## config.mk

```make
export PLATFORM = sky130hd
export DESIGN_NAME = ifft_unload
export DESIGN_NICKNAME = d
export VERILOG_FILES = /design/src/source/ifft_pkg.sv /design/src/source/ifft_unload.sv
export SDC_FILE = /design/constraint.sdc
export NUM_CORES = 1
export LEC_CHECK = 0
export ABC_AREA = 1
export CORE_ASPECT_RATIO = 1.2
export CORE_MARGIN = 2
export CORE_UTILIZATION = 45
export DETAILED_ROUTE_END_ITERATION = 10
export DONT_BUFFER_PORTS = 1
export SYNTH_ARGS = -nofsm -noshare
export SYNTH_HDL_FRONTEND = slang
export SYNTH_SLANG_ARGS = --single-unit
```

## constraint.sdc

```tcl
create_clock -name clk -period 4.1 [get_ports clk]
set_input_delay 0.82 -clock clk [delete_from_list [all_inputs] [get_ports clk]]
set_output_delay 0.82 -clock clk [all_outputs]
set_load 0.01 [all_outputs]
```

## src/source/ifft_pkg.sv

```systemverilog
// fixed 32-point frame only; Q4.24 ports, 36-bit datapath, Q1.16 twiddles for the inverse transform
package ifft_pkg;

	localparam int N_POINTS = 32;
	localparam int LOG2_N = 5;
	localparam int N_BFY = 16;

	localparam int IO_W = 28;
	localparam int ACC_W = 36;
	localparam int GUARD_BITS = 4;
	// divide by 32 plus removal of the guard bits
	localparam int OUT_SHIFT = LOG2_N + GUARD_BITS;

	localparam int TW_W = 18;
	localparam int TW_FRAC = 16;

	typedef logic signed [IO_W-1:0] io_t;
	typedef logic signed [ACC_W-1:0] acc_t;
	typedef logic [LOG2_N-1:0] addr_t;
	typedef logic [2:0] stage_t;
	typedef logic [3:0] tw_idx_t;

	// e^{+j 2 pi k / 32}, rounded to Q1.16
	localparam logic signed [TW_W-1:0] TW_COS [N_BFY] = '{
		18'sd65536, 18'sd64277, 18'sd60547, 18'sd54491,
		18'sd46341, 18'sd36410, 18'sd25080, 18'sd12785,
		18'sd0, -18'sd12785, -18'sd25080, -18'sd36410,
		-18'sd46341, -18'sd54491, -18'sd60547, -18'sd64277
	};

	localparam logic signed [TW_W-1:0] TW_SIN [N_BFY] = '{
		18'sd0, 18'sd12785, 18'sd25080, 18'sd36410,
		18'sd46341, 18'sd54491, 18'sd60547, 18'sd64277,
		18'sd65536, 18'sd64277, 18'sd60547, 18'sd54491,
		18'sd46341, 18'sd36410, 18'sd25080, 18'sd12785
	};

	typedef enum logic [1:0] {
		ST_LOAD,
		ST_COMPUTE,
		ST_UNLOAD
	} ctrl_state_e;

endpackage

```

## src/source/ifft_unload.sv

```systemverilog
// truncates toward zero; results that exceed 28 bits after the shift wrap silently
module ifft_unload
	import ifft_pkg::*;
(
	input  logic        clk,
	input  logic        rst,
	input  ctrl_state_e state,
	input  acc_t        rd_ar,
	input  acc_t        rd_ai,
	output logic        pushout,
	output io_t         dor,
	output io_t         doi
);

	logic unload_q;

	// symmetric shift: magnitude, shift, restore sign
	function automatic io_t scale_out(acc_t v);
		acc_t mag;
		acc_t shifted;
		mag = v[ACC_W-1] ? -v : v;
		shifted = mag >> OUT_SHIFT;
		return io_t'(v[ACC_W-1] ? -shifted : shifted);
	endfunction

	// no read is issued in the first unload cycle
	always_ff @(posedge clk) begin
		if (rst) begin
			unload_q <= 1'b0;
			pushout <= 1'b0;
		end else begin
			unload_q <= (state == ST_UNLOAD);
			pushout <= (state == ST_UNLOAD) && unload_q;
		end
	end

	always_ff @(posedge clk) begin
		if (state == ST_UNLOAD) begin
			dor <= scale_out(rd_ar);
			doi <= scale_out(rd_ai);
		end
	end

endmodule

```

==> results.md <==
* Final critical-path share of the clock period at 0.651
* Syn Std Cell Area at 5620 µm²
* Reg clk slew, reported paths at 50 ps
* Worst skew pair latency at 330 ps
* Logic pwr share at 0.186
* Type of the most critical hold path: reg2reg
* Most frequent cell after synthesis: nand2_1
* DRC Markers at 0
* Hold-fix buffers, CTS at 0
* Status: finished, final reports clean
* Met3 Usage GRT at 0.0565
* Mapped Cells at 909
* Prevailing post-synth register cell: edfxtp_1
* Overall Global Routing Usage at 0.244
* Met2 usage at 0.474
* Detail Route Antenna Nets at 0
* Post-DP HPWL at 13300 µm
* Crit. End Element: flop
* CTS buffer count at 9
* Synth area leader: edfxtp_1
* RePlAce Congestion at 0.920
* Slew Viols, Final at 0
* Final Non-Filler Cells at 1069
* Sw Ratio at 0.284
* Die Area at 13400 µm²
* Synth top area share at 0.299
* Vias in the first global route at 5408
* Layout Nets at 982
* Post-Synthesis Net Count at around 990
* Async SR Flop Fraction at 0
* Layout cell share with drive strength beyond 1 at 0.0727
* Fillcell total at approximately 1300
* Commonest cells in the netlist: nand2_1, nor2_1, inv_1, nand3_1, edfxtp_1
* Vias per inst at 5.28
* GR Overflow Total at 0
* 1st-iter DRT viols at 272
* Hold path depth at 2
* DR pass1 iterations at 6
* Setup crit start kind: input pin
* Final Critical Period at 2670 ps
* RSZ-0062 raised after global routing: no
* Core area at 12200 µm²
* Initial antenna violation count at 0
* Wire per inst at approximately 15 µm
* Crit path arrival time at 2760 ps
* Skew final at 0.472 ps
* ANT cells at 0
* Post-synthesis sequential area ratio at 0.306
* Starting density of the core at 0.462
* Setup bufs post-CTS at 0
* H-tree depth at 3
* Worst vdd ir at just under 0.2 mV
* Post-synth EDFFs at 56
* Vias at 5639
* Wirelength, routed at around 16000 µm
* Static leakage at 2.78 nW
* Avg Cell Area, Syn at just over 6 µm²
* Max Root-Sink Buffers at 2
* YS warnings at 0
* Slew @ Worst Pin at 724 ps
* First-pass GRT wire length at 25600 µm
* # port buffers at 0
* Power density cells at between 300 and 400 nW/µm²
* Top post-synthesis cells by area: edfxtp_1, nand2_1, nor2_1
* Resized cells post-CTS at 0
* TritonCTS clock tree: built
* Area growth syn-to-layout at 7.37%
* # setup viols final at 0
* Distinct cells, synth at 30
* Setup TNS Final at 0 ps
* Max cap viols at 0
* Internal power at 1.30 mW
* Yosys reg bits at 58
* Share of power burned in registers at 0.423
* Die height at ~130 µm
* Boundary pin count at 133
* Final hold violation count at 0
* CTS root buf: clkbuf_16
* Largest net degree at the start of global routing at 70
* Setup CP Type: in2reg
* Met1 GRT Util at 0.236
* Switch Pwr at 0.514 mW
* Cell Rows at 44
* Max frequency at 375 MHz
* Layout Utilization at 0.496
* Clock power share at 0.391
* Die X at 106 µm
* Gr busiest metal: met2
* Critical path required time at 4190 ps
* Placed Cells at about 1100
* Reg2reg path depth at 2
* Slew HR at 0.517
* # clock sinks at just under 60
* Crit path max fanout at 6
-- cell type report --
class,count,area [µm²],share of cell area
clock buffers,11,233,0.0385
clock inverters,4,43.8,0.00725
inverters,102,383,0.0634
multi-input cells,732,3450,0.571
flip-flops and latches,58,1720,0.285
well taps,161,201,0.0334
repair buffers,1,7.51,0.00124
-- worst max-delay path, cell delays in order --
cell and delay [ps]:
nor2_1 120, nand2_1 110, nor2_2 220, nand2_1 100, nand3b_1 90, nand2_1 80
inv_1 80, ha_1 170, nand3_1 70, nor2_1 130, nand2_1 120, nor2_4 200
nand3_1 140, nand2_2 140, nand2_1 70, nand2_1 60, nand2_1 50
-- final timing paths --
path / from / end / slack (ps)
hold / removal: unload_q$_SDFF_PP0_ / pushout$_SDFF_PP0_ / 420
setup / recovery: rd_ai[2] / doi[24]$_DFFE_PP_ / 1430
setup reg to reg: unload_q$_SDFF_PP0_ / pushout$_SDFF_PP0_ / 3590
hold reg to reg: unload_q$_SDFF_PP0_ / pushout$_SDFF_PP0_ / 420
-- per-stage QoR --
stage / hold WS [ps] / cell area (µm²) / total power [mW] / worst slack (ps)
floorplan: 404 / 5620 / 1.06 / 370
global placement: 411 / 5760 / 1.11 / 1170
detailed placement: 416 / 5760 / 1.12 / 1080
CTS: 424 / 6040 / 1.82 / 1440
global route: 442 / 6040 / 1.90 / 1160
finish: 420 / 6040 / 1.81 / 1430
-- power by group through the flow --
stage	sequential (mW)	clock [mW]	combinational, mW
2_1_floorplan	0.769	0	0.290
3_3_place_gp	0.779	0	0.329
3_5_place_dp	0.779	0	0.337
4_1_cts	0.768	0.717	0.338
5_1_grt	0.770	0.745	0.387
6_report	0.766	0.710	0.337
-- registers in the layout, summed over array words and instances, names as in the netlist --
register and cells:
doi 28, dor 28, pushout 1, unload_q 1
-- cells in the final DEF (no fill, tap or decap), drive strengths merged, types with 4 or more instances in the layout --
cell / instances
nand2: 348
nor2: 169
inv: 101
nand3: 94
edfxtp: 56
xor2: 25
nand4: 24
o21ai: 21
nand3b: 19
clkbuf: 11
xnor2: 9
nor3: 8
a21oi: 7
clkinv: 4
-- cells by family (layout without fill, tap and decap cells) --
family,count (synthesis),in the layout,share of synthesized area
DFF,58,58,0.306
and+or+nand+nor,664,664,0.520
buffers and inverters,119,118,0.0821
adders and majority gates,2,2,0.00445
xor gates and xnor gates,34,34,0.0556
AOI/OAI and AO/OA,32,32,0.0316
-- metal layers --
metal	wire, µm	part of all wire
met5	0	0
met4	699	0.043
met3	988	0.061
met2	8800	0.54
met1	5800	0.36
(Power assumes the default switching activity.)
