`src/source/ifft_pkg.sv`:
```
// fixed 32-point frame only; Q4.24 ports, 36-bit datapath, Q1.16 twiddles for the inverse transform
package ifft_pkg;

	localparam int N_POINTS = 32;
	localparam int LOG2_N = 5;
	localparam int N_BFY = 16;

	localparam int IO_W = 28;
	localparam int ACC_W = 36;
	localparam int GUARD_BITS = 4;
	// divide by 32 plus removal of the guard bits
	localparam int OUT_SHIFT = LOG2_N + GUARD_BITS;

	localparam int TW_W = 18;
	localparam int TW_FRAC = 16;

	typedef logic signed [IO_W-1:0] io_t;
	typedef logic signed [ACC_W-1:0] acc_t;
	typedef logic [LOG2_N-1:0] addr_t;
	typedef logic [2:0] stage_t;
	typedef logic [3:0] tw_idx_t;

	// e^{+j 2 pi k / 32}, rounded to Q1.16
	localparam logic signed [TW_W-1:0] TW_COS [N_BFY] = '{
		18'sd65536, 18'sd64277, 18'sd60547, 18'sd54491,
		18'sd46341, 18'sd36410, 18'sd25080, 18'sd12785,
		18'sd0, -18'sd12785, -18'sd25080, -18'sd36410,
		-18'sd46341, -18'sd54491, -18'sd60547, -18'sd64277
	};

	localparam logic signed [TW_W-1:0] TW_SIN [N_BFY] = '{
		18'sd0, 18'sd12785, 18'sd25080, 18'sd36410,
		18'sd46341, 18'sd54491, 18'sd60547, 18'sd64277,
		18'sd65536, 18'sd64277, 18'sd60547, 18'sd54491,
		18'sd46341, 18'sd36410, 18'sd25080, 18'sd12785
	};

	typedef enum logic [1:0] {
		ST_LOAD,
		ST_COMPUTE,
		ST_UNLOAD
	} ctrl_state_e;

endpackage

```
`src/source/ifft_step_counter.sv`:
```
// BFY_LATENCY must equal the butterfly latency so each stage fully drains before the next
module ifft_step_counter
	import ifft_pkg::*;
#(
	parameter int BFY_LATENCY = 3
) (
	input  logic        clk,
	input  logic        rst,
	input  ctrl_state_e state,
	input  logic        pushin,
	output addr_t       wr_addr,
	output addr_t       rd_addr_a,
	output addr_t       rd_addr_b,
	output tw_idx_t     tw_idx,
	output logic        issue,
	output logic        phase_done
);

	localparam int STAGE_LEN = N_BFY + BFY_LATENCY;
	localparam int CNT_W = $clog2(N_POINTS + STAGE_LEN);

	logic [CNT_W-1:0] cnt;
	stage_t stage;
	logic load_take;
	logic stage_end;
	logic [LOG2_N-2:0] bfy;
	logic [LOG2_N-2:0] pos_mask;
	logic [LOG2_N-2:0] pos;
	addr_t span;
	addr_t upper;
	addr_t unload_idx;
	addr_t unload_addr;

	assign load_take = (state == ST_LOAD) && pushin;
	assign stage_end = (state == ST_COMPUTE) && (cnt == CNT_W'(STAGE_LEN - 1));
	assign issue = (state == ST_COMPUTE) && (cnt < CNT_W'(N_BFY));

	// dif pair for step bfy of the current stage
	assign bfy = cnt[LOG2_N-2:0];
	assign span = addr_t'(N_BFY) >> stage;
	assign pos_mask = {(LOG2_N - 1){1'b1}} >> stage;
	assign pos = bfy & pos_mask;
	assign upper = {bfy & ~pos_mask, 1'b0} | addr_t'(pos);
	assign tw_idx = pos << stage;

	// unload cycle 0 is idle, so reads run one count behind
	assign unload_idx = addr_t'(cnt - 1'b1);
	assign unload_addr = {<<{unload_idx}};

	assign wr_addr = cnt[LOG2_N-1:0];
	assign rd_addr_a = (state == ST_UNLOAD) ? unload_addr : upper;
	assign rd_addr_b = upper + span;

	always_comb begin
		case (state)
			ST_LOAD: begin
				phase_done = load_take && (cnt == CNT_W'(N_POINTS - 1));
			end
			ST_COMPUTE: begin
				phase_done = stage_end && (stage == stage_t'(LOG2_N - 1));
			end
			ST_UNLOAD: begin
				phase_done = (cnt == CNT_W'(N_POINTS));
			end
			default: begin
				phase_done = 1'b0;
			end
		endcase
	end

	always_ff @(posedge clk) begin
		if (rst || phase_done) begin
			cnt <= '0;
			stage <= '0;
		end else if (stage_end) begin
			cnt <= '0;
			stage <= stage + 1'b1;
		end else if (load_take || (state != ST_LOAD)) begin
			cnt <= cnt + 1'b1;
		end
	end

endmodule

```
`config.mk`:
```
export PLATFORM = sky130hd
export DESIGN_NAME = ifft_step_counter
export DESIGN_NICKNAME = d
export VERILOG_FILES = /design/src/source/ifft_pkg.sv /design/src/source/ifft_step_counter.sv
export SDC_FILE = /design/constraint.sdc
export NUM_CORES = 1
export LEC_CHECK = 0
export BUFFER_PORTS_ARGS = -buffer_cell sky130_fd_sc_hd__buf_2
export CAP_MARGIN = 20
export CELL_PAD_IN_SITES_DETAIL_PLACEMENT = 1
export CELL_PAD_IN_SITES_GLOBAL_PLACEMENT = 1
export CORE_AREA = 2 2 58 60
export CTS_BUF_LIST = sky130_fd_sc_hd__clkbuf_8
export DETAILED_ROUTE_END_ITERATION = 10
export DIE_AREA = 0 0 60 62
export PLACE_DENSITY_LB_ADDON = 0.1
export SYNTH_ARGS = -nofsm -noshare
export SYNTH_HDL_FRONTEND = slang
export SYNTH_SLANG_ARGS = --single-unit
export TNS_END_PERCENT = 1
```
`constraint.sdc`:
```
create_clock -name clk -period 2.2 [get_ports clk]
set_input_delay 0.11 -clock clk [delete_from_list [all_inputs] [get_ports clk]]
set_output_delay 0.11 -clock clk [all_outputs]
set_load 0.05 [all_outputs]
```
==> metrics.md <==
| Metric | Value |
|---|---|
| Post-route cell area | 1700 um^2 |
| Ratio of cells with drive above 1 in the final layout | 54.4% |
| Max cap viols | 0 |
| Clock Sinks | 9 |
| Number of synthesized flops with an enable pin | 0 |
| Req. time, crit path | 2.09 ns |
| Tot GR Track Use | 22.8% |
| CP Capture Type | output port |
| Status | finished with violations |
| Distinct cells, synth | 51 |
| Slowest-stage cell, CP | dfxtp_4 |
| DIE HEIGHT | 62 um |
| Vias in the first global route | 1249 |
| H-tree depth | 1 |
| Final Non-Filler Cells | 226 |
| Final Setup Violations | 3 |
| Slew @ Worst Pin | 0.498 ns |
| Synth Instances | 126 |
| Syn-to-layout area delta | 57.2% |
| Crit path launch | stage[1] |
| I/O pin cnt | 26 |
| R2R Path Start | stage[1] |
| Asr flop ratio synth | 0% |
| Synth top cells by count | ha_1, dfxtp_1, buf_4, o21ai_0, inv_1 |
| WL/cell | 17.8 um |
| Yosys warning count | 0 |
| F_max | 431 MHz |
| Most frequent cell after synthesis | ha_1 |
| Die area | 3720 um^2 |
| 1st-iter DRT viols | 77 |
| Die Width | 60 um |
| Worst setup margin | -0.119 ns |
| Largest net degree at the start of global routing | 14 |
| Placed cell count | 210 |
| Failing checks | setup timing |
| CTS tree | yes |
| Area post-placement | 1400 um^2 |
| Worst hold path class | primary input to register |
| Overall via count from detail_route | 1216 |
| Crit path time final | 2.32 ns |
| Slew Viols, Final | 0 |
| Leak | 0.788 nW |
| Mapped Area | 1080 um^2 |
| Crit path arrival time | 2.21 ns |
| RSZ-0062 raised after global routing | yes |
| FF/Latch Area | 189 um^2 |
| Initial antenna violation count | 0 |
| Worst reg2reg path depth | 16 |
| Fill cell count | 382 |
| Clock root cell | clkbuf_8 |
| Rows | 21 |
| Skew-Pair Late Insertion Delay | 0.23 ns |
| Max_slew headroom | 66.7% |
| Gr ovfl total | 0 |
| Initial Util | 34.0% |
| Clock transition at the registers of the reported paths | 0.05 ns |
| PD cells | 383 nW/um^2 |
| Hold Fails Final Rpt | 0 |
| Core area | 3180 um^2 |
| Worst-path cell chain | ha_4 -> or2_1 -> o22ai_2 -> ha_1 -> a21o_1 -> a21oi_2 -> xnor2_2 -> buf_4 |
| Bufs on Longest Clock Path | 2 |
| Input/output buffers | 25 |
| CP Capture Point | rd_addr_b[3] |
| Drt total wl | 4010 um |
| Synth Register Bits | 9 |
| CTS Buf Count | 3 |
| Crit path largest cell delay | 0.37 ns |
| Final period util | 105% |
| Reg2reg setup slack | 0.04 ns |
| Max FO, Critical Path | 4 |
| RR Endpoint | stage[0] |
| Top FF cell, synth | dfxtp_1 |
| Pre-Repair DR Iteration Count | 4 |
| Area contributors post-synth | dfxtp_1, ha_1, buf_4 |
| Peak supply drop | 0.273 mV |
| GPL Wtd Cong | 0.807 |
| First-pass GRT wire length | 6240 um |
| Top-area cell type share of the netlist area | 16.6% |
| Synthesized Nets | 145 |
| Mean Syn Cell Area | 8.59 um^2 |
| DRC viols | 0 |
| Startpoint Class | register |
| Post-synthesis sequential area ratio | 16.6% |
| Setup Skew | 0.00268 ns |
| Critical path type | register to output port |
| Synth area leader | dfxtp_1 |
| Area occupied by multi-input gates | 933 um^2 |
| Vias/cell | 5.38 |
| Antenna-violating nets left | 0 |
| Hpwl dp | 2730 um |
| N_diodes | 0 |
| Final Net Count | 200 |
[final cells by class]
| cell class | instances | share of cell area, % |
|---|---|---|
| Clock buffer | 3 | 2.43 |
| Sequential cell | 9 | 11.1 |
| Multi-Input combinational cell | 99 | 54.9 |
| Clock inverter | 1 | 0.221 |
| Inverter | 7 | 1.84 |
| Tap cell | 46 | 3.38 |
| Timing Repair Buffer | 61 | 26.2 |
[worst min path at each step]
stage	from	end	slack [ns]	depth (start not counted)
2_1_floorplan	state[1]	stage[0]	0.34	3
3_3_place_gp	pushin	cnt[0]	0.54	4
3_5_place_dp	pushin	cnt[0]	0.55	4
4_1_cts	pushin	cnt[0]	0.31	4
5_1_grt	pushin	cnt[0]	0.36	4
6_report	pushin	cnt[0]	0.31	4
[flip-flops by register name, indices dropped and copies added, names as in the netlist]
| signal | count |
|---|---|
| stage | 3 |
| cnt | 6 |
[power by group]
| group | internal, mW | total [mW] | switching (mW) |
|---|---|---|---|
| registers | 0.167 | 0.173 | 0.00596 |
| logic | 0.0893 | 0.288 | 0.199 |
| clock network | 0.122 | 0.190 | 0.0685 |
| total | 0.378 | 0.652 | 0.274 |
[what timing repair did]
action,4_1_cts,5_1_grt
setup buffers,12,0
endpoints found under the setup margin,3,7
gates resized for setup,23,21
hold buffers,0,0
pin swaps,7,3
[logic make-up after synthesis]
kind of cell,Yosys count,share of synthesized area [%]
and+or+nand+nor,43,26.2
AOI/OAI and AO/OA,29,19.1
buffers and inverters,18,9.71
adders and majority gates,14,16.9
DFF,9,16.6
xor gates and xnor gates,8,6.47
muxes,5,4.97
[routing by layer]
metal  vias to the layer above  part of all wire [%]  track usage, %  wire, um
met5                         -                     0               0         0
met4                         0                   3.4            10.2       138
met3                        11                   3.8            3.52       151
met2                        31                    52            39.9      2070
met1                       604                    41            27.7      1650
li1                        570                     -               -         -
[through the flow]
| stage | utilization, % | setup slack (ns) | setup TNS (ns) | hold slack [ns] | power, mW |
|---|---|---|---|---|---|
| CTS | 51.0 | -0.117 | -0.391 | 0.309 | 0.659 |
| detailed placement | 43.9 | -0.196 | -0.314 | 0.545 | 0.459 |
| global placement | 43.9 | -0.112 | -0.219 | 0.539 | 0.457 |
| finish | 53.5 | -0.119 | -0.255 | 0.313 | 0.652 |
| floorplan | - | -0.204 | -0.596 | 0.337 | 0.391 |
| global route | 53.5 | -0.193 | -0.484 | 0.361 | 0.689 |
[worst max-delay path: cells and delay by family (launching register included)]
family,cells,cell delay (ns)
DFF,1,0.37
adders and majority gates,2,0.46
buffers and inverters,1,0.21
AOI/OAI and AO/OA,3,0.57
xor gates and xnor gates,1,0.12
and+or+nand+nor,1,0.25
[placed cells by master, fill, tap and decap left out, types with 3 or more instances in the layout]
cell	instances
ha_4	4
buf_2	23
buf_6	12
nor2b_1	5
buf_4	26
nor3b_1	3
xor2_1	4
a211oi_2	3
o21ai_0	7
nor2_1	4
dfxtp_1	6
nand2_1	4
ha_1	7
nor4_1	3
clkbuf_8	3
mux2_2	3
nand4_1	4
inv_1	4
(Power assumes the default switching activity.)
